**src/source/pipe_settings.svh**
```systemverilog
`ifndef PIPE_SETTINGS_SVH
`define PIPE_SETTINGS_SVH

// --------------------------------------------------
// Pipeline sizing
// --------------------------------------------------

// Data memory depth in 32-bit words
// Address bits above the index wrap around
`define DMEM_WORDS 64

// Architectural registers, r0 hardwired to zero
`define REG_COUNT 32

`endif

```
**src/source/pipePkg.sv**
```systemverilog
`default_nettype none

package pipePkg;

    typedef logic [31:0] word_t;    // Data and instruction word
    typedef logic [4:0]  regIdx_t;  // Register number

    // Major opcodes in instr[31:26]
    typedef enum logic [5:0] {
        opRType = 6'h00,
        opAddi  = 6'h08,
        opLw    = 6'h23,
        opSw    = 6'h2b
    } opcode_t;

    // R-type function codes in instr[5:0]
    typedef enum logic [5:0] {
        fnAdd = 6'h20,
        fnSub = 6'h22,
        fnAnd = 6'h24,
        fnOr  = 6'h25,
        fnSlt = 6'h2a
    } funct_t;

    typedef enum logic [2:0] {aluAdd, aluSub, aluAnd, aluOr, aluSlt} aluOp_t;

    // Two-bit destination select, same coding as the old hazard block
    typedef enum logic [1:0] {
        destRt   = 2'b00,   // Loads and addi
        destRd   = 2'b01,   // R-type
        destNone = 2'b10    // Stores and nop
    } regDst_t;

    typedef enum logic [1:0] {
        fromReg   = 2'b00,  // Value read in decode
        fromExMem = 2'b01,  // ALU result one stage ahead
        fromMemWb = 2'b10   // Writeback value two stages ahead
    } fwdSel_t;

    // Operand pick shared by the ALU inputs and the store data path
    function automatic word_t fwdMux(fwdSel_t sel, word_t regVal, word_t exMemVal,
                                     word_t memWbVal);
        case (sel)
            fromExMem: return exMemVal;
            fromMemWb: return memWbVal;
            default:   return regVal;
        endcase
    endfunction

endpackage

`default_nettype wire

```
**src/source/hazardUnit.sv**
```systemverilog
`timescale 1ns/100ps
`default_nettype none

module hazardUnit (
    input  pipePkg::regIdx_t rsIfId,
    input  pipePkg::regIdx_t rtIfId,
    input  pipePkg::regIdx_t rtIdEx,
    input  pipePkg::regIdx_t rdIdEx,
    input  logic             memReadIdEx,
    input  pipePkg::regDst_t regDstIdEx,
    output logic             pcWrite,
    output logic             ifIdWrite,
    output logic             controlStall
);
    import pipePkg::*;

    regIdx_t loadDest;  // Register the load in ID/EX will write
    logic    loadUse;

    always_comb begin
        case (regDstIdEx)
            destRt:  loadDest = rtIdEx;
            destRd:  loadDest = rdIdEx;
            default: loadDest = '0;
        endcase
    end

    // --------------------------------------------------
    // Load-use detection
    // --------------------------------------------------
    // Load data shows up only in MEM/WB, one cycle too late for EX
    // r0 never needs a stall since it is never forwarded
    assign loadUse = memReadIdEx && (loadDest != '0)
                     && ((loadDest == rsIfId) || (loadDest == rtIfId));

    assign pcWrite      = !loadUse;     // Hold the incoming word
    assign ifIdWrite    = !loadUse;     // Keep the consumer in IF/ID
    assign controlStall = loadUse;      // Bubble into ID/EX

endmodule

`default_nettype wire

```
**config.mk**
```make
export PLATFORM = sky130hd
export DESIGN_NAME = hazardUnit
export DESIGN_NICKNAME = d
export VERILOG_FILES = /design/src/source/pipe_settings.svh /design/src/source/pipePkg.sv /design/src/source/hazardUnit.sv
export SDC_FILE = /design/constraint.sdc
export NUM_CORES = 1
export LEC_CHECK = 0
export BUFFER_PORTS_ARGS = -buffer_cell sky130_fd_sc_hd__buf_2
export CORE_AREA = 2 2 39 41
export DETAILED_ROUTE_END_ITERATION = 7
export DIE_AREA = 0 0 41 43
export PLACE_DENSITY = 0.51
export RECOVER_POWER = 100
export SYNTH_ARGS = -nofsm -noshare
export SYNTH_HDL_FRONTEND = slang
export SYNTH_SLANG_ARGS = --single-unit
export TNS_END_PERCENT = 1
```
**constraint.sdc**
```tcl
create_clock -name vclk -period 2.3
set_clock_uncertainty 0.15 [all_clocks]
set_input_delay 0 -clock vclk [all_inputs]
set_output_delay 0 -clock vclk [all_outputs]
set_load 0.01 [all_outputs]
```
==> metrics.yaml <==
cts_setup_buffers: 0
placed_area_sq_um: 407
finalMaxSlewViolations: 0
ant_nets: 0
synth_top_area_share_pct: 19.1
dp_hpwl_microns: 669
overflow: 0
dr_total_vias: 343
route.detailed.drc: 0
finalNetCount: 85
clkbuf_count: 0
area_delta_synth_final_pct: 45.0
end_kind: "output port"
netlist_area_sq_um: 275
status: "completed"
min_from: "rsIfId[4]"
syn_nets: 59
yosysMostFrequentCell: "xor2_1"
drt_iter0_markers: 2
io_pins: 26
fin_tns_setup_ps: 0
grt_usage_pct: 9.59
regArea_sq_um: 0
leakagePower_uw: 0.000202
core_area_sq_mm: 0.00138
yosys-top-cells-area: "xor2_1 19%, mux2i_1 18%, nor4_2 9.1%"
place_ws_ps: 755
placedCellCount: 76
grt_max_degree: 8
total_power_uw: 63.5
tightest_slew_ps: 368
design.seq.count: 0
grt_pass1_wl_microns: 1310
maxSlewHeadroom_pct: 75.2
cp_max_fo: 7
antenna_found_initial: 0
path_common_cell: "buf_2"
synth_warnings: 0
synth_cell_types: 18
die_y_microns: 43
synth_top_area_cell: "xor2_1"
wirelength_microns: 733
grt_pass1_vias: 341
crit_start: "regDstIdEx[0]"
peakVddDrop_mv: 0.0508
crit_required_ps: 2150
die_w_microns: 41
power.density_mw_per_mm2: 159
gp_congestion: 0.696
drtPass1Iterations: 2
portBuffers: 26
vias_per_cell: 4.51
cp-start-kind: "input port"
wl_per_cell_microns: 9.64
min_period_ps: 1620
antenna_cells: 0
slowest_delay_ps: 350
dieArea_sq_mm: 0.00176
postSynthAreaPerCell_sq_um: 7.65
ys_seq_area_share_pct: 0
cts_hold_buf: 0
slowest_stage: "mux2_1"
cp.arrival_ps: 1470
fmax_ghz: 0.618
hp-class: "input port to output port"
synth_common_cells: "6 x xor2_1, 5 x mux2i_1, 5 x nor2_1"
synthCells: 36
worstPathCellList: "buf_2, mux2i_1, nor2_1, mux2_1, nor4_1, a22oi_1, buf_2"
start_util_pct: 19.9
setup_slack_ps: 681
grt_setup_unrepaired: "false"
finalHoldViolations: 0
layout-drive-gt1-share_pct: 48.3
criticalPathCategory: "input port to output port"
rows: 14
postLayoutCellArea_sq_um: 399
final-setup-viol-count: 0
post-route-period-util_pct: 70.4
postCtsResizedCells: 0
maxCapViolations: 0
nFillCells: 163
final_cells: 76
critical path: cells and delay by family:
kind                   cells  cell delay [ps]
muxes                      2              480
and+or+nand+nor            2              480
buffers and inverters      2              330
AOI/OAI and AO/OA          1              180
power breakdown:
group | switching [uW] | total, uW | internal, uW
logic | 30.7 | 63.5 | 32.8
clock network | 0 | 0 | 0
registers | 0 | 0 | 0
total | 30.7 | 63.5 | 32.8
worst paths after layout:
path	cells after the start	slack, ps	endpoint
worst max-delay path	7	680	pcWrite
worst min-delay path	5	290	ifIdWrite
metrics by stage:
stage                     hold WS (ps)  util, %
after global routing               359     28.8
after CTS                          320     29.4
after detailed placement           318     29.4
final                              294     28.8
after floorplan                   68.7        -
after global placement             320     29.4
layout make-up:
cell class / count / area [sq um] / share of cell area [%]
multi-input combinational: 34 / 250 / 62.7
timing repair buffer: 26 / 129 / 32.3
tap: 16 / 20.0 / 5.02
kinds of logic (layout without fill, tap and decap cells):
| kind of cell | Yosys count | after routing | synth area share, % |
|---|---|---|---|
| XOR/XNOR | 6 | 6 | 19.1 |
| AND/OR/NAND/NOR | 15 | 15 | 30.9 |
| buffers and inverters | 2 | 26 | 6.82 |
| AO/OA/AOI/OAI | 6 | 6 | 16.8 |
| multiplexers | 7 | 7 | 26.4 |
cells in the final DEF (no fill, tap or decap), types with 2 or more instances in the layout:
cell	instances
buf_2	25
xor2_1	6
nand2_1	4
nor4_1	2
nor2_1	5
nand2b_1	2
mux2i_1	5
metal layers:
layer	global-route usage [%]	wire length [microns]
met1	12.7	326
met2	17.5	371
met3	0	34
met4	0	0
met5	0	0
Note: power is estimated with default switching activity, not from simulation.
