<file path="config.mk">
export PLATFORM = sky130hd
export DESIGN_NAME = forwardUnit
export DESIGN_NICKNAME = d
export VERILOG_FILES = /design/src/source/pipe_settings.svh /design/src/source/pipePkg.sv /design/src/source/forwardUnit.sv
export SDC_FILE = /design/constraint.sdc
export NUM_CORES = 1
export LEC_CHECK = 0
export BUFFER_PORTS_ARGS = -buffer_cell sky130_fd_sc_hd__buf_2
export CAP_MARGIN = 20
export CORE_AREA = 3 3 40 42
export DETAILED_ROUTE_END_ITERATION = 12
export DIE_AREA = 0 0 43 45
export PLACE_DENSITY = 0.52
export SYNTH_ARGS = -nofsm -noshare
export SYNTH_HDL_FRONTEND = slang
export SYNTH_SLANG_ARGS = --single-unit
</file>
<file path="constraint.sdc">
create_clock -name vclk -period 1.5
set_clock_uncertainty 0.05 [all_clocks]
set_input_delay 0.225 -clock vclk [all_inputs]
set_output_delay 0.225 -clock vclk [all_outputs]
set_load 0.1 [all_outputs]
</file>
<file path="src/source/pipe_settings.svh">
`ifndef PIPE_SETTINGS_SVH
`define PIPE_SETTINGS_SVH

// --------------------------------------------------
// Pipeline sizing
// --------------------------------------------------

// Data memory depth in 32-bit words
// Address bits above the index wrap around
`define DMEM_WORDS 64

// Architectural registers, r0 hardwired to zero
`define REG_COUNT 32

`endif

</file>
<file path="src/source/pipePkg.sv">
`default_nettype none

package pipePkg;

    typedef logic [31:0] word_t;    // Data and instruction word
    typedef logic [4:0]  regIdx_t;  // Register number

    // Major opcodes in instr[31:26]
    typedef enum logic [5:0] {
        opRType = 6'h00,
        opAddi  = 6'h08,
        opLw    = 6'h23,
        opSw    = 6'h2b
    } opcode_t;

    // R-type function codes in instr[5:0]
    typedef enum logic [5:0] {
        fnAdd = 6'h20,
        fnSub = 6'h22,
        fnAnd = 6'h24,
        fnOr  = 6'h25,
        fnSlt = 6'h2a
    } funct_t;

    typedef enum logic [2:0] {aluAdd, aluSub, aluAnd, aluOr, aluSlt} aluOp_t;

    // Two-bit destination select, same coding as the old hazard block
    typedef enum logic [1:0] {
        destRt   = 2'b00,   // Loads and addi
        destRd   = 2'b01,   // R-type
        destNone = 2'b10    // Stores and nop
    } regDst_t;

    typedef enum logic [1:0] {
        fromReg   = 2'b00,  // Value read in decode
        fromExMem = 2'b01,  // ALU result one stage ahead
        fromMemWb = 2'b10   // Writeback value two stages ahead
    } fwdSel_t;

    // Operand pick shared by the ALU inputs and the store data path
    function automatic word_t fwdMux(fwdSel_t sel, word_t regVal, word_t exMemVal,
                                     word_t memWbVal);
        case (sel)
            fromExMem: return exMemVal;
            fromMemWb: return memWbVal;
            default:   return regVal;
        endcase
    endfunction

endpackage

`default_nettype wire

</file>
<file path="src/source/forwardUnit.sv">
`timescale 1ns/100ps
`default_nettype none

module forwardUnit (
    input  pipePkg::regIdx_t rsIdEx,
    input  pipePkg::regIdx_t rtIdEx,
    input  pipePkg::regIdx_t destExMem,
    input  pipePkg::regIdx_t destMemWb,
    input  logic             regWriteExMem,
    input  logic             regWriteMemWb,
    output pipePkg::fwdSel_t fwdA,
    output pipePkg::fwdSel_t fwdB
);
    import pipePkg::*;

    // --------------------------------------------------
    // Newest producer wins
    // --------------------------------------------------
    function automatic fwdSel_t pickSource(regIdx_t src);
        if (src == '0) begin
            return fromReg;                         // r0 is always zero
        end else if (regWriteExMem && (destExMem == src)) begin
            return fromExMem;                       // One instruction ahead
        end else if (regWriteMemWb && (destMemWb == src)) begin
            return fromMemWb;                       // Two ahead
        end
        return fromReg;
    endfunction

    assign fwdA = pickSource(rsIdEx);
    assign fwdB = pickSource(rtIdEx);   // Also feeds the store data

endmodule

`default_nettype wire

</file>
==> parameters.txt <==
Parameter                              Value

Outcome
  Result of the run    finished with violations
  Violated checks    negative setup slack

Timing
  Tmin final    ~1.6 ns
  Setup repair after global routing missed its margin    yes
  Achievable clock frequency    just over 600 MHz
  Max-Slew Margin vs Limit    0.837
  Final count of pins violating max slew    0
  Slack of the critical path    -0.135 ns
  Transition time at the pin with the least slew margin    0.243 ns
  Ratio of final minimum period to clock period    1.09
  Final setup violation count    4
  Final Hold Fails    0
  Final Hold Slack    0.860 ns
  Setup total negative slack    -0.453 ns

Detailed routing
  Detailed Route WL    1110 µm
  Number of optimization iterations in the first detailed-route pass    2
  # DRC    0
  Total vias in the final route    roughly 420
  Vias/cell    between 4 and 5
  Average routed wire per standard cell    between 10 and 15 µm
  Routed Antenna Nets    0
  DRT iter0 DRCs    1

Placed design
  Count of buffers from port buffering    26
  Setup Slack @ Placement    -0.246 ns
  Routability cong.    0.745
  Placed wire-length estimate    902 µm

GRT
  Via count of the first global-routing pass    439
  Initial antenna violation count    0
  First-pass GRT wire length    about 1800 µm
  Overall track demand over capacity in global routing    0.122
  Global-route congestion overflow total    0
  Maximum number of pins on one net before global-route repair    4

Logic synthesis
  Count of synthesis-stage warnings from yosys    0
  Area of the mapped netlist    283 µm²
  Synth Area per Inst    7.85 µm²
  Post-Syn Nets    just under 60
  Portion of the post-synthesis area used by sequential elements    0
  Distinct cells, synth    10
  Synthesized netlist cell count    36

Floorplan
  Initial cell density of the core    0.220
  I/O pin count    26
  Die W    between 40 and 50 µm
  Die outline area    just under 0.002 mm²
  Die Height    between 40 and 50 µm
  Cell Rows    13
  Area of the core    ~0.0013 mm²

Finish
  Final standard cell utilization of the core    0.542
  Number of flip-flops and latches    0
  P&R area growth vs syn    146%
  Number of nets in the finished design    100
  Final-layout clock buffer total    0
  Antenna diode count    0
  Fraction of layout instances using a drive strength above 1    0.632
  Sequential cell area    0 µm²

Power
  Areal power density over the cells    253 mW/mm²
  Leakage power figure    roughly 0.3 nW
  Maximum resistive drop on vdd    0.0985 mV

Worst setup path
  Critical path class    input pin to primary output
  Worst Path Arrival    about 1.4 ns
  First element of the critical path    destExMem[4]
  End point of the critical path    fwdA[0]
  Crit Path Max Fanout    2
  CP Capture Type    primary output
  Worst Path Required    about 1.2 ns
  Startpoint Class    input pin

Min path
  Class of the most critical hold timing path    input pin to primary output

Job
  Number of maximum-capacitance constraint violations    0
[through the flow]
step / power, mW / cells / instance area [µm²]
finish: 0.176 / 91 / 697
global placement: 0.148 / 90 / 579
detailed placement: 0.149 / 90 / 579
global route: 0.189 / 91 / 697
CTS: 0.171 / 91 / 677
floorplan: 0.0680 / 36 / 303
[worst max-delay path, stage by stage]
cell and delay, ns:
sky130_fd_sc_hd__buf_2 0.12, sky130_fd_sc_hd__xor2_1 0.14, sky130_fd_sc_hd__nor4_1 0.27, sky130_fd_sc_hd__nand3_1 0.16, sky130_fd_sc_hd__buf_6 0.15, sky130_fd_sc_hd__nor2_4 0.11, sky130_fd_sc_hd__buf_12 0.18
[layout by cell type (no fill, tap or decap)]
master | synthesis | routed
sky130_fd_sc_hd__or4_4 | 2 | 2
sky130_fd_sc_hd__xnor2_1 | 12 | 12
sky130_fd_sc_hd__buf_4 | 0 | 11
sky130_fd_sc_hd__xor2_1 | 8 | 8
sky130_fd_sc_hd__buf_2 | 0 | 13
sky130_fd_sc_hd__buf_8 | 0 | 2
sky130_fd_sc_hd__nor4_1 | 2 | 2
sky130_fd_sc_hd__nand4_1 | 2 | 2
sky130_fd_sc_hd__buf_6 | 0 | 10
sky130_fd_sc_hd__nand3_1 | 2 | 2
sky130_fd_sc_hd__nor2_1 | 4 | 2
sky130_fd_sc_hd__and4_4 | 0 | 2
sky130_fd_sc_hd__nor2_4 | 1 | 4
sky130_fd_sc_hd__buf_12 | 0 | 4
[cell usage after synthesis]
cell type                 number  area [µm²]
sky130_fd_sc_hd__and4_1        2        17.5
sky130_fd_sc_hd__nand3_1       2        10.0
sky130_fd_sc_hd__nand4_1       2        12.5
sky130_fd_sc_hd__nor2_1        4        15.0
sky130_fd_sc_hd__nor2_2        1        6.26
sky130_fd_sc_hd__nor2_4        1        11.3
sky130_fd_sc_hd__nor4_1        2        12.5
sky130_fd_sc_hd__or4_4         2        22.5
sky130_fd_sc_hd__xnor2_1      12         105
sky130_fd_sc_hd__xor2_1        8        70.1
[metal layers]
metal	GRT usage	vias to the layer above	share of wire
met3	0.0120	4	0.067
met5	0	-	0
met1	0.155	185	0.42
li1	-	209	-
met2	0.216	18	0.46
met4	0.0422	0	0.043
[logic make-up after synthesis]
family | Yosys count | synth area share
xor gates and xnor gates | 20 | 0.619
and+or+nand+nor | 16 | 0.381
[worst min path at each step]
stage | startpoint | endpoint | slack [ns] | cells after the start
2_1_floorplan | regWriteMemWb | fwdB[1] | 0.63 | 1
3_3_place_gp | regWriteExMem | fwdA[0] | 0.91 | 5
3_5_place_dp | regWriteExMem | fwdA[0] | 0.91 | 5
4_1_cts | regWriteMemWb | fwdB[1] | 0.81 | 3
5_1_grt | regWriteMemWb | fwdB[1] | 0.87 | 3
6_report | regWriteMemWb | fwdB[1] | 0.86 | 3
[report_power, final]
| part | switching, mW | internal (mW) |
|---|---|---|
| logic | 0.0739 | 0.102 |
| registers | 0 | 0 |
| clock network | 0 | 0 |
| total | 0.0739 | 0.102 |
[repair_timing]
item                                    4_1_cts  5_1_grt
hold buffers                                  0        0
buffers inserted                              1        0
gates resized for setup                      20        6
endpoints found under the setup margin        4        4
pin swaps                                     5        8
[layout make-up]
class | count | area (µm²)
tap | 15 | 18.8
timing repair buffer | 40 | 370
fill | 115 | 588
multi-input combinational | 36 | 308
Note: power is estimated with default switching activity, not from simulation.
