==> config.mk <==
export PLATFORM = sky130hd
export DESIGN_NAME = aluExec
export DESIGN_NICKNAME = d
export VERILOG_FILES = /design/src/source/pipe_settings.svh /design/src/source/pipePkg.sv /design/src/source/aluExec.sv
export SDC_FILE = /design/constraint.sdc
export NUM_CORES = 1
export LEC_CHECK = 0
export ABC_AREA = 1
export BUFFER_PORTS_ARGS = -buffer_cell sky130_fd_sc_hd__clkbuf_2
export CORE_MARGIN = 2
export CORE_UTILIZATION = 60
export DETAILED_ROUTE_END_ITERATION = 6
export PLACE_DENSITY = 0.91
export SETUP_SLACK_MARGIN = 0.1
export SYNTH_ARGS = -nofsm -noshare
export SYNTH_HDL_FRONTEND = slang
export SYNTH_SLANG_ARGS = --single-unit
==> constraint.sdc <==
create_clock -name vclk -period 5.3
set_input_delay 0.265 -clock vclk [all_inputs]
set_output_delay 0.265 -clock vclk [all_outputs]
set_load 0.01 [all_outputs]
==> src/source/pipe_settings.svh <==
`ifndef PIPE_SETTINGS_SVH
`define PIPE_SETTINGS_SVH

// --------------------------------------------------
// Pipeline sizing
// --------------------------------------------------

// Data memory depth in 32-bit words
// Address bits above the index wrap around
`define DMEM_WORDS 64

// Architectural registers, r0 hardwired to zero
`define REG_COUNT 32

`endif

==> src/source/pipePkg.sv <==
`default_nettype none

package pipePkg;

    typedef logic [31:0] word_t;    // Data and instruction word
    typedef logic [4:0]  regIdx_t;  // Register number

    // Major opcodes in instr[31:26]
    typedef enum logic [5:0] {
        opRType = 6'h00,
        opAddi  = 6'h08,
        opLw    = 6'h23,
        opSw    = 6'h2b
    } opcode_t;

    // R-type function codes in instr[5:0]
    typedef enum logic [5:0] {
        fnAdd = 6'h20,
        fnSub = 6'h22,
        fnAnd = 6'h24,
        fnOr  = 6'h25,
        fnSlt = 6'h2a
    } funct_t;

    typedef enum logic [2:0] {aluAdd, aluSub, aluAnd, aluOr, aluSlt} aluOp_t;

    // Two-bit destination select, same coding as the old hazard block
    typedef enum logic [1:0] {
        destRt   = 2'b00,   // Loads and addi
        destRd   = 2'b01,   // R-type
        destNone = 2'b10    // Stores and nop
    } regDst_t;

    typedef enum logic [1:0] {
        fromReg   = 2'b00,  // Value read in decode
        fromExMem = 2'b01,  // ALU result one stage ahead
        fromMemWb = 2'b10   // Writeback value two stages ahead
    } fwdSel_t;

    // Operand pick shared by the ALU inputs and the store data path
    function automatic word_t fwdMux(fwdSel_t sel, word_t regVal, word_t exMemVal,
                                     word_t memWbVal);
        case (sel)
            fromExMem: return exMemVal;
            fromMemWb: return memWbVal;
            default:   return regVal;
        endcase
    endfunction

endpackage

`default_nettype wire

==> src/source/aluExec.sv <==
`timescale 1ns/100ps
`default_nettype none

module aluExec (
    input  pipePkg::fwdSel_t fwdA,
    input  pipePkg::fwdSel_t fwdB,
    input  pipePkg::word_t   regA,
    input  pipePkg::word_t   regB,
    input  pipePkg::word_t   exMemValue,
    input  pipePkg::word_t   memWbValue,
    input  pipePkg::word_t   imm,
    input  logic             aluSrcImm,
    input  pipePkg::aluOp_t  aluOp,
    input  pipePkg::regIdx_t rt,
    input  pipePkg::regIdx_t rd,
    input  pipePkg::regDst_t regDst,
    output pipePkg::word_t   result,
    output pipePkg::regIdx_t dest
);
    import pipePkg::*;

    word_t opA;
    word_t opB;
    word_t srcB;    // Second operand after the immediate mux

    // Operand selection
    assign opA  = fwdMux(fwdA, regA, exMemValue, memWbValue);
    assign opB  = fwdMux(fwdB, regB, exMemValue, memWbValue);
    assign srcB = aluSrcImm ? imm : opB;

    // --------------------------------------------------
    // Operation
    // --------------------------------------------------
    always_comb begin
        case (aluOp)
            aluSub:  result = opA - srcB;
            aluAnd:  result = opA & srcB;
            aluOr:   result = opA | srcB;
            aluSlt:  result = {31'b0, $signed(opA) < $signed(srcB)};   // Signed compare
            default: result = opA + srcB;       // add, addi, lw/sw address
        endcase
    end

    // Destination register
    always_comb begin
        case (regDst)
            destRt:  dest = rt;
            destRd:  dest = rd;
            default: dest = '0;     // No write
        endcase
    end

endmodule

`default_nettype wire

==> metrics.md <==
| Metric | Value |
|---|---|
| Net Count, Synth | `1664` |
| Synth unique cells | `37` |
| Leakage | `5.06 nW` |
| Util after Layout | `between 70% and 80%` |
| Antenna Nets Post-Route | `0` |
| Comb power frac | `100.0%` |
| Residual DRC | `0` |
| CP endpoint kind | `output port` |
| RePlAce Congestion | `1.02` |
| I/O Pins | `between 200 and 250` |
| Max Slew Vio Count | `0` |
| Fin. Hold Viols | `0` |
| Area growth from synthesis to layout | `15.2%` |
| Total Neg Setup Slack | `0 ps` |
| Largest area contributor in the netlist | `ha_1` |
| GR Overflow Total | `0` |
| Net Sw Frac | `about two thirds` |
| Req. time, crit path | `5040 ps` |
| Die Ht | `114 µm` |
| Slew @ Worst Pin | `1200 ps` |
| Largest fanout on the critical path | `32` |
| Detail Placement HPWL | `24.5 mm` |
| Dpl cell area | `0.00835 mm²` |
| Critical Path Source Type | `input pin` |
| Slew headroom | `19.8%` |
| Antenna violations before repair | `0` |
| Flop pwr share | `0%` |
| Die Width | `between 100 and 150 µm` |
| Fmax | `0.236 GHz` |
| Period utilisation layout | `roughly 80%` |
| Layout net count | `1835` |
| Post_cts resized | `0` |
| Max_cap viols | `0` |
| Clk pwr share | `0%` |
| Critical path class | `input pin to output port` |
| Post-Route WL | `29.6 mm` |
| Initial Utilization | `between 60% and 70%` |
| Seq cells | `0` |
| Drt wl/cell | `approximately 17 µm` |
| Post-CTS Setup Bufs | `0` |
| Largest net degree at the start of global routing | `40` |
| Vias | `10.3k` |
| Design area | `0.00835 mm²` |
| RSZ-0062 raised after global routing | `no` |
| CORE AREA | `0.0119 mm²` |
| Post-synthesis cell area | `0.00725 mm²` |
| Vias in the first global route | `between 9k and 10k` |
| Port bufs | `between 200 and 250` |
| First-pass GRT wire length | `~45 mm` |
| Power Total | `0.00170 W` |
| Iteration-0 DRC count of the detailed router | `between 1k and 1.5k` |
| Power per cell area | `204 mW/mm²` |
| Psw | `0.00114 W` |
| Syn Inst Count | `around 1.4k` |
| Arrival @ worst endpoint | `between 3000 and 4000 ps` |
| Sequential fraction of the synthesis area | `0%` |
| Post-Syn Area per Cell | `5.25 µm²` |
| HP Start | `rt[1]` |
| Min-Delay Path Depth | `4` |
| Final worst slack | `1060 ps` |
| FP Rows | `40` |
| Register area | `0 µm²` |
| Ranking of synthesized cells by area | `ha_1 (17%), nand2_1 (16%), inv_1 (12%)` |
| Commonest non-fill, non-tap cell in the layout | `nand2_1` |
| Worst ir drop on vdd | `0.105 mV` |
| Ratio of cells with drive above 1 in the final layout | `15.8%` |
| GRT Util Overall | `43.5%` |
| Commonest non-fill, non-tap cells in the layout | `nand2_1 (313), inv_1 (240), clkbuf_2 (217), nor2_1 (192), nand3_1 (110)` |
| Clock buf count | `0` |
| Pre-Repair DR Iteration Count | `6` |
| Vias per inst | `a little over 6` |
| Synth warn | `0` |
| Int Pwr | `0.000559 W` |
| Die Footprint | `~0.013 mm²` |
| Outcome | `finished, final reports clean` |
| Hold Path End | `dest[1]` |
| Dpl ws | `between 1000 and 1500 ps` |
| Hold WC Path Type | `input pin to output port` |
| Tmin final | `~4200 ps` |
| Fraction of post-synthesis cell area in the top cell type by area | `between 15 and 20%` |
| Ant diodes | `0` |
| Hold buffers post-CTS | `0` |
| Finish-stage setup viols | `0` |
[layout make-up]
type / instances / area, µm²
multi-input combinational: 1078 / 6090
inverter: 248 / 931
fill: 1187 / 3560
timing repair buffer: 225 / 1150
tap: 147 / 184
[routing by layer]
layer  GRT usage [%]  up-vias  part of all wire, %  routed length (µm)
met5               0        -                    0                   0
met2            72.2      743                   44               12900
met3            6.75      102                   14                4030
li1                -     4896                    -                   -
met4            12.1        0                  3.6                1070
met1            58.5     4553                   39               11500
[worst max-delay path: stages]
cell	delay (ps)
clkbuf_2	90
inv_1	50
ha_1	930
a221o_1	300
o21ai_0	150
inv_1	110
ha_1	230
inv_1	80
fa_1	430
inv_1	80
nand3_1	80
nand2_2	190
nand2_1	70
nand2_1	110
nand3_1	80
nand2_1	190
nand2_1	100
nand3_1	80
nand3_1	90
nand3_1	130
clkbuf_2	140
[worst max path at each step]
stage	from	endpoint	slack, ps	depth (start not counted)
2_1_floorplan	fwdB[0]	result[30]	2040	24
3_3_place_gp	fwdA[1]	result[30]	1270	22
3_5_place_dp	fwdA[1]	result[30]	1150	21
4_1_cts	fwdA[1]	result[30]	1150	21
5_1_grt	fwdA[1]	result[22]	730	22
6_report	fwdA[1]	result[30]	1060	21
[metrics by stage]
step | hold WS [ps] | cells
finish | 832 | 1698
global route | 856 | 1698
CTS | 837 | 1698
detailed placement | 837 | 1698
global placement | 830 | 1698
floorplan | 694 | 1382
[logic make-up after synthesis]
| logic type | share of synthesized area, % |
|---|---|
| xor gates and xnor gates | 0.604 |
| buffers and inverters | 16.1 |
| and+or+nand+nor | 36.9 |
| AOI/OAI and AO/OA | 28.6 |
| adders and majority gates | 17.8 |
[cells in the mapped netlist, drive strengths merged]
| cell type | number |
|---|---|
| nand2 | 318 |
| inv | 247 |
| nor2 | 193 |
| nand3 | 111 |
| a21oi | 110 |
| ha | 100 |
| o21ai | 89 |
| a221o | 64 |
| clkbuf | 38 |
| a22oi | 33 |
| buf | 18 |
| nand4 | 12 |
| nor3 | 12 |
| o21bai | 10 |
| a31oi | 6 |
| xor2 | 4 |
| nand3b | 3 |
| a211oi | 2 |
| and2 | 2 |
| fa | 2 |
| o211ai | 2 |
| a211o | 1 |
| clkinv | 1 |
| o2111ai | 1 |
| o221ai | 1 |
| or2 | 1 |
| xnor2 | 1 |
[power groups by stage]
stage,registers (W),clock network [W],logic (W)
after floorplan,0,0,0.00114
after global placement,0,0,0.00161
after detailed placement,0,0,0.00163
after CTS,0,0,0.00164
after global routing,0,0,0.00186
final,0,0,0.00170
Note: power is estimated with default switching activity, not from simulation.
