==> src/source/pipe_settings.svh <==
`ifndef PIPE_SETTINGS_SVH
`define PIPE_SETTINGS_SVH

// --------------------------------------------------
// Pipeline sizing
// --------------------------------------------------

// Data memory depth in 32-bit words
// Address bits above the index wrap around
`define DMEM_WORDS 64

// Architectural registers, r0 hardwired to zero
`define REG_COUNT 32

`endif

==> src/source/pipePkg.sv <==
`default_nettype none

package pipePkg;

    typedef logic [31:0] word_t;    // Data and instruction word
    typedef logic [4:0]  regIdx_t;  // Register number

    // Major opcodes in instr[31:26]
    typedef enum logic [5:0] {
        opRType = 6'h00,
        opAddi  = 6'h08,
        opLw    = 6'h23,
        opSw    = 6'h2b
    } opcode_t;

    // R-type function codes in instr[5:0]
    typedef enum logic [5:0] {
        fnAdd = 6'h20,
        fnSub = 6'h22,
        fnAnd = 6'h24,
        fnOr  = 6'h25,
        fnSlt = 6'h2a
    } funct_t;

    typedef enum logic [2:0] {aluAdd, aluSub, aluAnd, aluOr, aluSlt} aluOp_t;

    // Two-bit destination select, same coding as the old hazard block
    typedef enum logic [1:0] {
        destRt   = 2'b00,   // Loads and addi
        destRd   = 2'b01,   // R-type
        destNone = 2'b10    // Stores and nop
    } regDst_t;

    typedef enum logic [1:0] {
        fromReg   = 2'b00,  // Value read in decode
        fromExMem = 2'b01,  // ALU result one stage ahead
        fromMemWb = 2'b10   // Writeback value two stages ahead
    } fwdSel_t;

    // Operand pick shared by the ALU inputs and the store data path
    function automatic word_t fwdMux(fwdSel_t sel, word_t regVal, word_t exMemVal,
                                     word_t memWbVal);
        case (sel)
            fromExMem: return exMemVal;
            fromMemWb: return memWbVal;
            default:   return regVal;
        endcase
    endfunction

endpackage

`default_nettype wire

==> src/source/instrDecode.sv <==
`timescale 1ns/100ps
`default_nettype none

module instrDecode (
    input  pipePkg::word_t   instr,
    output pipePkg::regIdx_t rs,
    output pipePkg::regIdx_t rt,
    output pipePkg::regIdx_t rd,
    output pipePkg::word_t   imm,
    output logic             regWrite,
    output logic             memRead,
    output logic             memWrite,
    output logic             aluSrcImm,
    output pipePkg::aluOp_t  aluOp,
    output pipePkg::regDst_t regDst
);
    import pipePkg::*;

    opcode_t opcode;
    funct_t  funct;

    // --------------------------------------------------
    // Field extraction
    // --------------------------------------------------
    assign opcode = opcode_t'(instr[31:26]);
    assign funct  = funct_t'(instr[5:0]);
    assign rs     = instr[25:21];
    assign rt     = instr[20:16];
    assign rd     = instr[15:11];
    assign imm    = {{16{instr[15]}}, instr[15:0]};    // Sign extended

    // --------------------------------------------------
    // Control generation
    // --------------------------------------------------
    always_comb begin
        // Everything defaults to a nop
        regWrite  = 1'b0;
        memRead   = 1'b0;
        memWrite  = 1'b0;
        aluSrcImm = 1'b0;
        aluOp     = aluAdd;
        regDst    = destNone;
        case (opcode)
            opRType: begin
                regWrite = 1'b1;
                regDst   = destRd;
                case (funct)
                    fnAdd:   aluOp = aluAdd;
                    fnSub:   aluOp = aluSub;
                    fnAnd:   aluOp = aluAnd;
                    fnOr:    aluOp = aluOr;
                    fnSlt:   aluOp = aluSlt;
                    default: begin
                        regWrite = 1'b0;    // All-zero word lands here too
                        regDst   = destNone;
                    end
                endcase
            end
            opAddi: begin
                regWrite  = 1'b1;
                aluSrcImm = 1'b1;
                regDst    = destRt;
            end
            opLw: begin
                regWrite  = 1'b1;
                memRead   = 1'b1;
                aluSrcImm = 1'b1;           // Address is rs + imm
                regDst    = destRt;
            end
            opSw: begin
                memWrite  = 1'b1;
                aluSrcImm = 1'b1;
            end
            default: ;                      // Unknown opcode stays a nop
        endcase
    end

endmodule

`default_nettype wire

==> config.mk <==
export PLATFORM = sky130hd
export DESIGN_NAME = instrDecode
export DESIGN_NICKNAME = d
export VERILOG_FILES = /design/src/source/pipe_settings.svh /design/src/source/pipePkg.sv /design/src/source/instrDecode.sv
export SDC_FILE = /design/constraint.sdc
export NUM_CORES = 1
export LEC_CHECK = 0
export ABC_CLOCK_PERIOD_IN_PS = 2300
export BUFFER_PORTS_ARGS = -buffer_cell sky130_fd_sc_hd__buf_2
export CAP_MARGIN = 10
export CORE_MARGIN = 5
export CORE_UTILIZATION = 30
export DETAILED_ROUTE_END_ITERATION = 12
export PLACE_DENSITY = 0.86
export SLEW_MARGIN = 10
export SYNTH_ARGS = -nofsm -noshare
export SYNTH_HDL_FRONTEND = slang
export SYNTH_SLANG_ARGS = --single-unit
==> constraint.sdc <==
create_clock -name vclk -period 2.3
set_clock_uncertainty 0.1 [all_clocks]
set_input_delay 0.345 -clock vclk [all_inputs]
set_output_delay 0.345 -clock vclk [all_outputs]
set_load 0.01 [all_outputs]
==> flow_summary.json <==
{
  "worst_pin_slew_ps": 320.6,
  "dieArea_um2": 2745,
  "setup_slack_ps": -66.74,
  "hold_path_end": "rs[1]",
  "cp_top_family": "simple AND/OR/NAND/NOR gates",
  "register_area_um2": 0,
  "core_region_area_um2": 1727,
  "wl_per_cell_um": 12.10,
  "postRouteAntennaNets": 0,
  "firstDrtPassIters": 4,
  "violations": "negative setup slack",
  "yosys_warnings": 0,
  "synthAdderAreaFrac": 0,
  "drv_slew": 0,
  "hold_class": "input pin to output pin",
  "ios": 88,
  "die_h_um": 52.40,
  "grt-ovfl-total": 0,
  "maxCapViolCount": 0,
  "synthCells": 72,
  "leakage_nw": 0.1885,
  "path_depth": 5,
  "ctsHoldBuffers": 0,
  "place_congestion": 0.6856,
  "multiInputGateArea_um2": 171.4,
  "synth_xor_area_frac": 0,
  "nets": 88,
  "whs_ps": 590.0,
  "cp_num_buf_inv": 2,
  "die_w_um": 52.40,
  "path_cells": "buf_6 > or4_4 > or4b_4 > o22a_1 > buf_2",
  "worst_ep_arrival_time_ps": 1920,
  "final_layout_size_suffix_gt1_frac": 0.7037,
  "synthMuxAreaShare": 0.01856,
  "utilization": 0.2246,
  "grt_pass1_wl_um": 1331,
  "yosys.area_share.simple": 0.2158,
  "n_clock_buffer": 0,
  "drcViolationCount": 0,
  "critPathLaunchType": "input pin",
  "critPathKind": "input pin to output pin",
  "vias": 335,
  "start_util": 0.3123,
  "worstHoldStart": "instr[22]",
  "avgViaCountPerCell": 4.241,
  "ys_types": 23,
  "ir_worst_vdd_mv": 0.02564,
  "outcome": "complete, but fails checks",
  "syn_nets": 104,
  "layout_min_cycle_time_ps": 2367,
  "first_iter_violations": 4,
  "whs_path_depth": 0,
  "hold_violations": 0,
  "first_global_vias": 316,
  "rsz0062_at_grt": "yes",
  "area_delta_synth_final_pct": -28.07,
  "antenna_cells": 0,
  "fillers": 204,
  "hpwl_um": 793.5,
  "crit_required_ps": 1860,
  "cpPeakStageDelay_ps": 610,
  "synth_top_family_by_area": "buffers and inverters",
  "track_usage": 0.06038,
  "yosysSeqAreaShare": 0,
  "syn-cell-area_um2": 539.3,
  "relSlewSlack": 0.7840,
  "crit_path_end_kind": "output pin",
  "setup-violations-final": 5,
  "drt_wl_total_um": 956,
  "antenna_found_initial": 0,
  "postLayoutCellArea_um2": 387.9,
  "port_buffers": 27,
  "synth-compound-area-share": 0.06961,
  "grt_max_degree": 19,
  "rows": 15,
  "fmax_mhz": 422.5,
  "power_density_nw_per_um2": 128.5,
  "crit_slowest_cell": "or4b_4",
  "seq_cell_count": 0,
  "post_dp_cell_area_um2": 352.8,
  "syn_avg_cell_area_um2": 7.490,
  "fin_crit_sh": 1.029,
  "crit_fanout": 6
}
## metrics by stage
stage,std cells,TNS [ps],total power [mW],worst slack [ps]
after floorplan,72,0,0.09871,135.8
after global placement,77,-554.8,0.04278,-135.1
after detailed placement,77,-615.1,0.04454,-149.0
after CTS,78,-49.72,0.04827,-25.73
after global routing,79,-367.5,0.05514,-95.98
final,79,-164.4,0.04985,-66.74
## where the power goes
group	switching (mW)	internal (mW)	leakage [nW]
combinational	0.0244	0.0254	0.188
clock	0	0	0
sequential	0	0	0
## cells in the final DEF (no fill, tap or decap)
cell type / netlist / final
or4b_2: 1 / 1
buf_6: 1 / 2
nand2b_1: 1 / 1
nor3_1: 2 / 2
nor3b_1: 1 / 1
or4b_4: 0 / 1
nor4_4: 1 / 1
nor2b_1: 1 / 1
inv_1: 2 / 2
nand3_1: 1 / 1
o22ai_1: 1 / 1
nor3b_2: 1 / 1
or2_2: 1 / 1
o22a_1: 1 / 1
nor3_2: 1 / 1
mux2i_1: 1 / 1
o21ai_0: 1 / 1
or4_4: 0 / 1
buf_2: 0 / 25
buf_4: 47 / 4
a21oi_1: 2 / 2
o21a_1: 1 / 1
nor2_1: 1 / 1
## Yosys cell counts (all sizes together)
master / n / area [µm²]
inv: 2 / 7.510
o21a: 1 / 7.510
a21oi: 2 / 10.01
mux2i: 1 / 10.01
nor2: 1 / 3.750
or4b: 2 / 20.02
o21ai: 1 / 5.000
nor3b: 2 / 20.02
o22ai: 1 / 6.260
nand2b: 1 / 6.260
o22a: 1 / 8.760
nor2b: 1 / 6.260
nor3: 3 / 20.02
clkbuf: 1 / 3.750
buf: 48 / 364.1
nand3: 1 / 5.000
nor4: 1 / 21.27
or4: 1 / 7.510
or2: 1 / 6.260
## kinds of logic after synthesis
logic type,Yosys count
AOI/OAI and AO/OA,6
and+or+nand+nor,14
buffers and inverters,51
muxes,1
## routing by layer
layer  vias up  global-route usage  share of wire
met1       146             0.05219           0.29
li1        154                   -              -
met4         0             0.03830          0.037
met3        11             0.01709           0.20
met5         -                   0              0
met2        24              0.1178           0.47
## repair_timing
item,4_1_cts,5_1_grt
gates resized for setup,3,1
pin swaps,0,3
setup buffers,1,1
endpoints found under the setup margin,6,4
## worst max-delay path by stage
stage | start | endpoint | slack [ps]
2_1_floorplan | instr[26] | aluOp[2] | 140
3_3_place_gp | instr[26] | aluOp[2] | -140
3_5_place_dp | instr[26] | aluOp[2] | -150
4_1_cts | instr[26] | aluOp[2] | -30
5_1_grt | instr[26] | regDst[1] | -100
6_report | instr[26] | regDst[1] | -70
## area by class of cell
type | instances | share of cell area
timing repair buffer | 31 | 0.4581
multi-input combinational | 21 | 0.4419
tap | 25 | 0.08065
inverter | 2 | 0.01935
(Power assumes the default switching activity.)
