--- config.mk ---
export PLATFORM = sky130hd
export DESIGN_NAME = regFile
export DESIGN_NICKNAME = d
export VERILOG_FILES = /design/src/source/pipePkg.sv /design/src/source/regFile.sv
export VERILOG_INCLUDE_DIRS = /design/src /design/src/source
export SDC_FILE = /design/constraint.sdc
export NUM_CORES = 2
export LEC_CHECK = 0
export BUFFER_PORTS_ARGS = -buffer_cell sky130_fd_sc_hd__buf_2
export CAP_MARGIN = 20
export CORE_UTILIZATION = 35
export CTS_BUF_LIST = sky130_fd_sc_hd__clkbuf_4 sky130_fd_sc_hd__clkbuf_8
export DETAILED_ROUTE_END_ITERATION = 6
export PLACE_DENSITY = 0.62
export SLEW_MARGIN = 30
export SYNTH_ARGS = -nofsm -noshare
export SYNTH_HDL_FRONTEND = slang
export SYNTH_SLANG_ARGS = --single-unit
--- constraint.sdc ---
create_clock -name clk -period 2.15 [get_ports clk]
set_input_delay 0.215 -clock clk [delete_from_list [all_inputs] [get_ports clk]]
set_output_delay 0.215 -clock clk [all_outputs]
set_load 0.01 [all_outputs]
--- src/source/pipe_settings.svh ---
`ifndef PIPE_SETTINGS_SVH
`define PIPE_SETTINGS_SVH

// --------------------------------------------------
// Pipeline sizing
// --------------------------------------------------

// Data memory depth in 32-bit words
// Address bits above the index wrap around
`define DMEM_WORDS 64

// Architectural registers, r0 hardwired to zero
`define REG_COUNT 32

`endif

--- src/source/pipePkg.sv ---
`default_nettype none

package pipePkg;

    typedef logic [31:0] word_t;    // Data and instruction word
    typedef logic [4:0]  regIdx_t;  // Register number

    // Major opcodes in instr[31:26]
    typedef enum logic [5:0] {
        opRType = 6'h00,
        opAddi  = 6'h08,
        opLw    = 6'h23,
        opSw    = 6'h2b
    } opcode_t;

    // R-type function codes in instr[5:0]
    typedef enum logic [5:0] {
        fnAdd = 6'h20,
        fnSub = 6'h22,
        fnAnd = 6'h24,
        fnOr  = 6'h25,
        fnSlt = 6'h2a
    } funct_t;

    typedef enum logic [2:0] {aluAdd, aluSub, aluAnd, aluOr, aluSlt} aluOp_t;

    // Two-bit destination select, same coding as the old hazard block
    typedef enum logic [1:0] {
        destRt   = 2'b00,   // Loads and addi
        destRd   = 2'b01,   // R-type
        destNone = 2'b10    // Stores and nop
    } regDst_t;

    typedef enum logic [1:0] {
        fromReg   = 2'b00,  // Value read in decode
        fromExMem = 2'b01,  // ALU result one stage ahead
        fromMemWb = 2'b10   // Writeback value two stages ahead
    } fwdSel_t;

    // Operand pick shared by the ALU inputs and the store data path
    function automatic word_t fwdMux(fwdSel_t sel, word_t regVal, word_t exMemVal,
                                     word_t memWbVal);
        case (sel)
            fromExMem: return exMemVal;
            fromMemWb: return memWbVal;
            default:   return regVal;
        endcase
    endfunction

endpackage

`default_nettype wire

--- src/source/regFile.sv ---
`timescale 1ns/100ps
`default_nettype none
`include "pipe_settings.svh"

module regFile (
    input  logic             clk,
    input  logic             rstN,
    input  pipePkg::regIdx_t rdAddrA,
    input  pipePkg::regIdx_t rdAddrB,
    input  pipePkg::regIdx_t wrAddr,
    input  logic             wrEn,
    input  pipePkg::word_t   wrData,
    output pipePkg::word_t   rdDataA,
    output pipePkg::word_t   rdDataB
);
    import pipePkg::*;

    word_t regs [`REG_COUNT];

    always_ff @(posedge clk or negedge rstN) begin
        if (!rstN) begin
            for (int i = 0; i < `REG_COUNT; i++) begin
                regs[i] <= '0;
            end
        end else if (wrEn && (wrAddr != '0)) begin
            regs[wrAddr] <= wrData;     // r0 writes dropped
        end
    end

    // --------------------------------------------------
    // Read ports
    // --------------------------------------------------
    // Writeback in the same cycle is passed straight through
    function automatic word_t readPort(regIdx_t addr);
        if (addr == '0) begin
            return '0;
        end else if (wrEn && (wrAddr == addr)) begin
            return wrData;
        end
        return regs[addr];
    endfunction

    assign rdDataA = readPort(rdAddrA);
    assign rdDataB = readPort(rdAddrB);

endmodule

`default_nettype wire

==> reports/metrics.cfg <==
[status]
status = finished, violations left
violations = setup timing

[die]
die_w_um = 400
initial_core_util = 0.354
ioPinCount = 114
dieArea_um2 = 160000
core_area_um2 = 157000
dieHeight_um = 400
rows = 145

[cts]
cts_buffer_depth = 3
clk_latency_ns = 0.89
root_buffer = clkbuf_8
cts_num_sinks = 1024
clkTransAtPathRegs_ns = 0.07
cts_tree = yes
cts_buffers = 165
htree_num_levels = 4

[timing]
setup_viol = 64
finalHoldViolations = 0
fmax_mhz = 339
clock_skew_ns = 0
postLayoutSetupSlackWorst_ns = -0.798
maxSlewHeadroom = 0.393
final.setup.tns_ns = -43.03
tightest_slew_ns = 0.907
drv_slew = 0
rsz0062_at_grt = true
fin_crit_sh = 1.37
period_minus_slack_ns = 2.95

[synth]
synth_area_um2 = 55400
synthCells = 3652
avgSynthCellArea_um2 = 15.2
synth_xor_area_frac = 0.00111
muxShareOfSynthArea = 0.431
synth_top_area_frac = 0.462
ys_seq_area_frac = 0.462
synth_edf_count = 0
synthArstFlopShare = 1.00
synth_nets = 3702
synthSimpleGateAreaFrac = 0.0201
synth-adder-area-share = 0
synth-main-ff-cell = dfrtp_1
yosysUniqueCellTypes = 50
synth-seq-cells = 1024
synth_top_family_by_area = multiplexers
yosysTopAreaCell = dfrtp_1
synth_warnings = 0
synth_compound_area_frac = 0.0481
synth.area.top_cells = dfrtp_1 (46%), mux4_2 (21%), mux2_2 (20%)

[final_layout]
largest_reg_flops = 1024
fin_cells = 6205
largest-register = regs
fin_util = 0.427
nFillCells = 14200
final_area_um2 = 66900
fin_nets = 4066
largestRegisters = regs (1024)
syn_to_final_growth_pct = 20.6
drive_gt1_frac = 0.622

[routing]
drt-vias-per-instance = 6.14
drt-total-wl_um = 196000
drcViolationCount = 0
vias = 38100
routedWlPerCell_um = 31.5
first_pass_iters = 5
ant_nets = 0
drt_first_iter_violations = 4124

[place]
dp.cells = 5835
place_area_um2 = 61900
portBuffers = 113
dpl.hpwl_um = 129000
gp_congestion = 0.865
place_ws_ns = -0.540

[critical_path]
cp-end-kind = primary output
arrival_ns = 2.73
r2r-start = regs[543]
path_max_fanout = 2
crit_path_start = regs[0]
critPathKind = flop to primary output
critPathMaxStageDelay_ns = 0.48
worstPathRequired_ns = 1.93
crit_buf_inv = 1
start_kind = flop
crit_family = multiplexers
cpMaxStageDelayCell = mux4_2
cp_cell_sequence = mux4_2 > mux2_4 > nand2_2 > o211ai_1 > a22o_2 > buf_6

[power]
powerDensity_nw_per_um2 = 858
power.switching_mw = 16.5
intPower_mw = 40.9
leakagePower_nw = 28.7
pwr-share-seq = 0.448
clockPowerShare = 0.315
combPwrFrac = 0.238
ir_drop_mv = 0.624
swShare = 0.287

[global_route]
grt_overflow = 0
grt_antenna_before_repair = 15
grt_pass1_wl_um = 284000
grt_pass1_vias = 38800
track_usage = 0.246
grt_max_degree = 85

[worst_hold_path]
hp-class = primary input to asynchronous set/reset pin

[flow_run]
max_cap_violations = 0

[cell usage after synthesis (10+ instances only)]
cell type and instances:
a22o_1 56, nand3_1 16, o22ai_1 63, nor2_1 20
nand2_1 106, o211ai_1 42, buf_4 56, a21oi_1 10
buf_1 52, buf_6 20, mux4_2 512, mux2i_1 104
or2_2 27, mux2_1 11, mux2_2 993, o311ai_0 14
clkbuf_1 197, a211oi_1 33, o221ai_1 31, a22oi_1 40
buf_2 100, or3_1 18, dfrtp_1 1024, a311oi_1 31
[final timing paths]
check,slack (ns),end,cells past startpoint
max in group asynchronous,1.42,regs[743],4
max,-0.80,rdDataB[0],6
max reg2reg,1.12,regs[543],3
min,0.06,regs[605],3
min reg2reg,0.39,regs[995],0
min in group clk,0.09,regs[830],2
[metrics by stage]
stage          power (mW)  hold WS (ns)
5_1_grt              59.8        0.0659
6_report             57.4        0.0613
2_1_floorplan        34.1       -0.0806
3_5_place_dp         38.6         0.180
4_1_cts              57.3       0.00759
3_3_place_gp         38.2         0.173
[layout make-up]
class,count,area (um2),area share
clock inverter,31,211,0.00316
antenna,5,12.5,0.000187
timing repair buffer,623,6620,0.0990
inverter,3,11.3,0.000168
clock buffer,262,3280,0.0491
multi-input combinational,2199,28500,0.427
tap,2058,2570,0.0385
sequential,1024,25600,0.383
[worst register-to-register path, stage by stage, from the launching register on]
cell and delay (ns):
dfrtp_1 0.39, buf_4 0.14, buf_4 0.13, mux2_2 0.25
[what timing repair did]
action / CTS / global route
endpoints found under the hold margin: 1600 / 0
hold buffers: 30 / 0
setup endpoints to repair: 64 / 64
gates cloned: 0 / 0
gates resized for setup: 162 / 33
setup buffers: 34 / 16
pin swaps: 91 / 48
[routing by layer]
metal | up-vias | global-route usage | wire length, um | part of all wire
li1 | 15100 | - | - | -
met1 | 20600 | 0.345 | 82700 | 0.42
met2 | 1958 | 0.370 | 88900 | 0.45
met3 | 438 | 0.0512 | 16700 | 0.085
met4 | 4 | 0.104 | 7490 | 0.038
met5 | - | 0 | 22 | 0.00011
[kinds of logic after synthesis]
group,Yosys count
multiplexers,1620
buffers and inverters,429
XOR/XNOR,7
AO/OA/AOI/OAI,347
flip-flops,1024
AND/OR/NAND/NOR,225
[cell usage in the layout, fill, tap and decap left out, types with 8 or more instances in the layout]
cell type	instances
buf_2	66
buf_4	331
a22o_4	12
buf_6	46
or3_1	16
o311ai_0	12
a311oi_1	26
nand3_1	13
buf_12	143
o211ai_1	42
clkbuf_8	210
nand2_1	82
mux2i_1	99
a22oi_2	34
mux2_4	11
o22ai_2	9
mux2_1	11
o221ai_1	28
a211oi_1	31
mux4_2	512
clkinvlp_4	8
dlygate4sd3_1	29
or2_2	27
o22ai_1	53
clkinv_2	19
a21oi_2	9
clkbuf_4	52
nor2_4	19
a22o_2	8
a22o_1	36
nand2_2	18
dfrtp_1	1024
mux2_2	982
[power by group through the flow]
stage | Combinational [mW] | Clock, mW | Sequential (mW)
2_1_floorplan | 9.17 | 0 | 24.9
3_3_place_gp | 12.5 | 0 | 25.7
5_1_grt | 14.5 | 19.2 | 26.1
4_1_cts | 13.5 | 18.4 | 25.5
3_5_place_dp | 12.7 | 0 | 25.9
6_report | 13.6 | 18.1 | 25.7
Power figures use the tool's default switching activity.
