**src/source/pipe_settings.svh**
```systemverilog
`ifndef PIPE_SETTINGS_SVH
`define PIPE_SETTINGS_SVH

// --------------------------------------------------
// Pipeline sizing
// --------------------------------------------------

// Data memory depth in 32-bit words
// Address bits above the index wrap around
`define DMEM_WORDS 64

// Architectural registers, r0 hardwired to zero
`define REG_COUNT 32

`endif

```
**src/source/pipePkg.sv**
```systemverilog
`default_nettype none

package pipePkg;

    typedef logic [31:0] word_t;    // Data and instruction word
    typedef logic [4:0]  regIdx_t;  // Register number

    // Major opcodes in instr[31:26]
    typedef enum logic [5:0] {
        opRType = 6'h00,
        opAddi  = 6'h08,
        opLw    = 6'h23,
        opSw    = 6'h2b
    } opcode_t;

    // R-type function codes in instr[5:0]
    typedef enum logic [5:0] {
        fnAdd = 6'h20,
        fnSub = 6'h22,
        fnAnd = 6'h24,
        fnOr  = 6'h25,
        fnSlt = 6'h2a
    } funct_t;

    typedef enum logic [2:0] {aluAdd, aluSub, aluAnd, aluOr, aluSlt} aluOp_t;

    // Two-bit destination select, same coding as the old hazard block
    typedef enum logic [1:0] {
        destRt   = 2'b00,   // Loads and addi
        destRd   = 2'b01,   // R-type
        destNone = 2'b10    // Stores and nop
    } regDst_t;

    typedef enum logic [1:0] {
        fromReg   = 2'b00,  // Value read in decode
        fromExMem = 2'b01,  // ALU result one stage ahead
        fromMemWb = 2'b10   // Writeback value two stages ahead
    } fwdSel_t;

    // Operand pick shared by the ALU inputs and the store data path
    function automatic word_t fwdMux(fwdSel_t sel, word_t regVal, word_t exMemVal,
                                     word_t memWbVal);
        case (sel)
            fromExMem: return exMemVal;
            fromMemWb: return memWbVal;
            default:   return regVal;
        endcase
    endfunction

endpackage

`default_nettype wire

```
**src/source/dataMem.sv**
```systemverilog
`timescale 1ns/100ps
`default_nettype none
`include "pipe_settings.svh"

module dataMem (
    input  logic           clk,
    input  pipePkg::word_t addr,
    input  logic           wrEn,
    input  logic           rdEn,
    input  pipePkg::word_t wrData,
    output pipePkg::word_t rdData
);
    import pipePkg::*;

    localparam int IdxW = $clog2(`DMEM_WORDS);

    word_t            mem [`DMEM_WORDS];
    logic [IdxW-1:0]  wordIdx;

    // Byte address to word index, upper bits wrap
    assign wordIdx = addr[IdxW+1:2];

    // --------------------------------------------------
    // Storage
    // --------------------------------------------------
    always_ff @(posedge clk) begin
        if (wrEn) begin
            mem[wordIdx] <= wrData;
        end
        if (rdEn) begin
            rdData <= mem[wordIdx];     // Lands in the MEM/WB cycle
        end
    end

    // Only whole-word accesses exist
    alignedAccess: assert property (@(posedge clk) (rdEn || wrEn) |-> (addr[1:0] == 2'b00))
        else $error("dataMem unaligned address %h", addr);

endmodule

`default_nettype wire

```
**config.mk**
```make
export PLATFORM = sky130hd
export DESIGN_NAME = dataMem
export DESIGN_NICKNAME = d
export VERILOG_FILES = /design/src/source/pipePkg.sv /design/src/source/dataMem.sv
export VERILOG_INCLUDE_DIRS = /design/src /design/src/source
export SDC_FILE = /design/constraint.sdc
export NUM_CORES = 2
export LEC_CHECK = 0
export BUFFER_PORTS_ARGS = -buffer_cell sky130_fd_sc_hd__buf_2
export CELL_PAD_IN_SITES_DETAIL_PLACEMENT = 0
export CELL_PAD_IN_SITES_GLOBAL_PLACEMENT = 1
export CORE_AREA = 2 2 402 404
export DETAILED_ROUTE_END_ITERATION = 8
export DIE_AREA = 0 0 404 406
export PLACE_DENSITY_LB_ADDON = 0.1
export SYNTH_ARGS = -nofsm -noshare
export SYNTH_HDL_FRONTEND = slang
export SYNTH_SLANG_ARGS = --single-unit
```
**constraint.sdc**
```tcl
create_clock -name clk -period 7.8 [get_ports clk]
set_input_delay 1.56 -clock clk [delete_from_list [all_inputs] [get_ports clk]]
set_output_delay 1.56 -clock clk [all_outputs]
set_load 0.02 [all_outputs]
```
==> results.py <==
metrics = {
    "timing": {
        "drv_slew": 0,
        "worst_slew_pin_slew_ns": 1.34,
        "grt_setup_unrepaired": "no",
        "max-slew-margin-rel_pct": 8.10,
        "min_period_ns": 4.94,
        "max_freq_mhz": 202,
        "hold_viol": 0,
        "finalSetupTns_ns": 0,
        "clock_skew_ns": 0.0184,
        "min_period_over_period_pct": 63.3,
        "finalSetupViolCount": 0,
        "fin_ws_ns": 2.86,
    },
    "finish": {
        "n_fill_cell": 12300,
        "fin_nets": 4469,
        "syn2layout_area_growth_pct": 12.6,
        "drive_gt1_share_pct": 18.6,
    },
    "drt": {
        "vias_per_cell": 6.38,
        "vias": 42500,
        "routed_wl_mm": 222,
        "first_pass_iters": 6,
        "detail-route-antenna-nets": 0,
        "wire_per_inst_um": 33.3,
        "drtIter0Drc": 5151,
        "drc": 0,
    },
    "critical_path": {
        "cp_slowest_cell": "a2111oi_0",
        "cp_data_required_time_ns": 8.22,
        "cp-start-kind": "input pin",
        "crit_type": "input pin to register",
        "worstPathMaxFanout": 91,
        "worst-r2r-cell-count": 5,
        "cp_cell_sequence": "buf_8 > buf_4 > nor2b_4 > buf_12 > a22oi_1 > o311ai_0 > a2111oi_0 > buf_4 > nand4_1",
        "timing.rr.start": "mem[29][27]$_DFFE_PP_",
        "cp_top_family": "buffers and inverters",
        "crit_buf_inv": 4,
        "crit_start": "addr[2]",
        "crit_arrival_ns": 5.36,
        "crit_path_end_kind": "register",
        "path_common_cell": "buf_4",
        "r2r_end": "rdData[27]$_DFFE_PP_",
        "ff2ff_setup_slack_ns": 4.69,
        "critPathMaxStageDelay_ns": 0.69,
    },
    "pwr": {
        "combPwrFrac_pct": 5.4,
        "clkPwrFrac_pct": 40.5,
        "p_sw_share_pct": 22.0,
        "p_int_w": 0.0179,
        "p_per_area_mw_per_mm2": 258,
        "p_seq_share_pct": 54.1,
        "leakagePower_nw": 28.6,
        "ir_drop_v": 0.000254,
        "power.switching_w": 0.00506,
    },
    "clock_network": {
        "clock_path_buffers": 3,
        "clockRootBuffer": "clkbuf_16",
        "clk_latency_ns": 0.85,
        "clk_pin_slew_ns": 0.06,
        "clock_sinks": 2080,
        "postCtsSetupBuffers": 0,
        "ctsHoldBuffers": 0,
        "ctsResizeCount": 0,
        "cts_tree": "done",
        "htreeDepth": 4,
        "cts-buffers-inserted": 209,
    },
    "logic_synthesis": {
        "async_reset_ff_share_pct": 0,
        "syn-num-nets": 4306,
        "synthMostInstantiatedCell": "edfxtp_1",
        "synth_flop_cell": "edfxtp_1",
        "yosysTopAreaCellShare_pct": 78.8,
        "synth-edff-count": 2080,
        "ys_types": 55,
        "yosys-top-cells-count": "edfxtp_1 (2,080), mux2i_1 (259), a22oi_1 (188)",
        "netlist_area_mm2": 0.0792,
        "postSynthAreaPerCell_um2": 18.7,
        "yosys_warnings": 0,
        "synth_area_leaders": "edfxtp_1 (79%), mux2i_1 (3.3%), mux4_2 (2.7%), mux2_2 (2.1%), a221oi_1 (1.9%)",
        "seq_area_frac_synth_pct": 78.8,
        "ys_seq_elements": 2080,
        "postSynthCellCount": 4239,
        "synth_area_leader_cell": "edfxtp_1",
    },
    "global_routing": {
        "antenna_found_initial": 22,
        "track_usage_pct": 27.0,
        "grt-ovfl-total": 0,
        "grt_busiest_layer": "met2",
        "grt_pass1_wl_mm": 311,
        "use_met3_pct": 7.75,
        "grt_max_degree": 99,
        "grt_pass1_vias": 41300,
        "met2_usage_pct": 41.6,
        "globalRouteMet1Util_pct": 38.2,
    },
    "floorplan": {
        "initial_core_util_pct": 49.6,
        "core_region_area_mm2": 0.160,
        "die_area_mm2": 0.164,
        "ioPinCount": 99,
        "rows": 147,
        "die_w_um": 404,
        "die_h_um": 406,
    },
    "placed_design": {
        "port_buffers": 72,
        "post-place-ws_ns": 2.21,
        "gp_congestion": 0.796,
        "hpwl_mm": 127,
    },
    "hold_path": {
        "hold_depth": 4,
        "hold-path-endpoint": "rdData[22]$_DFFE_PP_",
        "hold_path.startpoint": "mem[58][22]$_DFFE_PP_",
        "hold_path.class": "register to register",
    },
    "job": {
        "max_cap_violations": 0,
    },
    "status": {
        "status": "finished, final reports clean",
    },
}
registers in the layout (all words and copies together), names as in the netlist:
name / flops
mem: 2048
rdData: 32
layout by cell type, fill, tap and decap left out, types with 57 or more instances in the layout:
cell type	Yosys	routed
a221oi_1	175	175
nor2_4	0	67
mux4_2	96	96
a22oi_1	188	188
o21ai_0	84	83
buf_4	8	171
mux2_2	147	147
edfxtp_1	2080	2080
clkbuf_16	0	209
a22o_1	66	66
buf_2	83	69
o22a_1	70	70
a21oi_1	121	121
clkinv_1	0	57
nor2_1	145	75
mux2i_1	259	259
and3_1	85	85
o22ai_1	93	93
worst min-delay path, stage by stage (launching register included):
cell and delay (ns):
edfxtp_1 0.32, a22oi_1 0.06, a21oi_1 0.14, a21oi_1 0.05, nand3_1 0.06
through the flow:
stage / instances / util [%] / hold WS (ns) / power, W / area [um^2]
3_3_place_gp: 6275 / 52.0 / 0.712 / 0.0139 / 83000
3_5_place_dp: 6275 / 52.0 / 0.722 / 0.0139 / 83000
2_1_floorplan: 4239 / - / 0.640 / 0.0133 / 79200
6_report: 6657 / 55.9 / 0.733 / 0.0230 / 89200
5_1_grt: 6651 / 55.9 / 0.793 / 0.0236 / 89200
4_1_cts: 6649 / 55.9 / 0.735 / 0.0231 / 89200
cell families (layout without fill, tap and decap cells):
logic type | count (synthesis) | after routing | synth area share (%)
DFF | 2080 | 2080 | 78.8
AOI/OAI and AO/OA | 933 | 933 | 8.63
muxes | 502 | 502 | 8.09
and+or+nand+nor | 424 | 424 | 2.79
buffers and inverters | 300 | 626 | 1.68
other | 0 | 6 | 0
power groups by stage:
stage          Clock (W)  Sequential (W)  Combinational [W]
4_1_cts          0.00943          0.0124            0.00123
5_1_grt          0.00987          0.0124            0.00131
3_5_place_dp           0          0.0127            0.00123
3_3_place_gp           0          0.0127            0.00122
6_report         0.00931          0.0124            0.00124
2_1_floorplan          0          0.0127           0.000592
cell type report:
class	instances	area (um^2)	area share [%]
diodes	6	15.0	0.0168
clock buffers	262	5430	6.09
clock inverters	112	787	0.882
inverters	2	15.0	0.0168
multi-input cells	1859	16100	18.0
flip-flops and latches	2080	62500	70.0
well taps	2086	2610	2.93
repair buffers	250	1810	2.03
layer usage:
| layer | up-vias | share of wire, % |
|---|---|---|
| met5 | - | 0.034 |
| met4 | 12 | 2.2 |
| met3 | 297 | 9.2 |
| met2 | 1687 | 46 |
| met1 | 22500 | 42 |
| li1 | 18000 | - |
worst max-delay path by stage:
| stage | end | cells after the start |
|---|---|---|
| 2_1_floorplan | mem[15][0]$_DFFE_PP_ | 8 |
| 5_1_grt | rdData[0]$_DFFE_PP_ | 9 |
| 3_3_place_gp | rdData[3]$_DFFE_PP_ | 7 |
| 3_5_place_dp | rdData[3]$_DFFE_PP_ | 7 |
| 4_1_cts | rdData[3]$_DFFE_PP_ | 7 |
| 6_report | rdData[0]$_DFFE_PP_ | 9 |
Note: power is estimated with default switching activity, not from simulation.
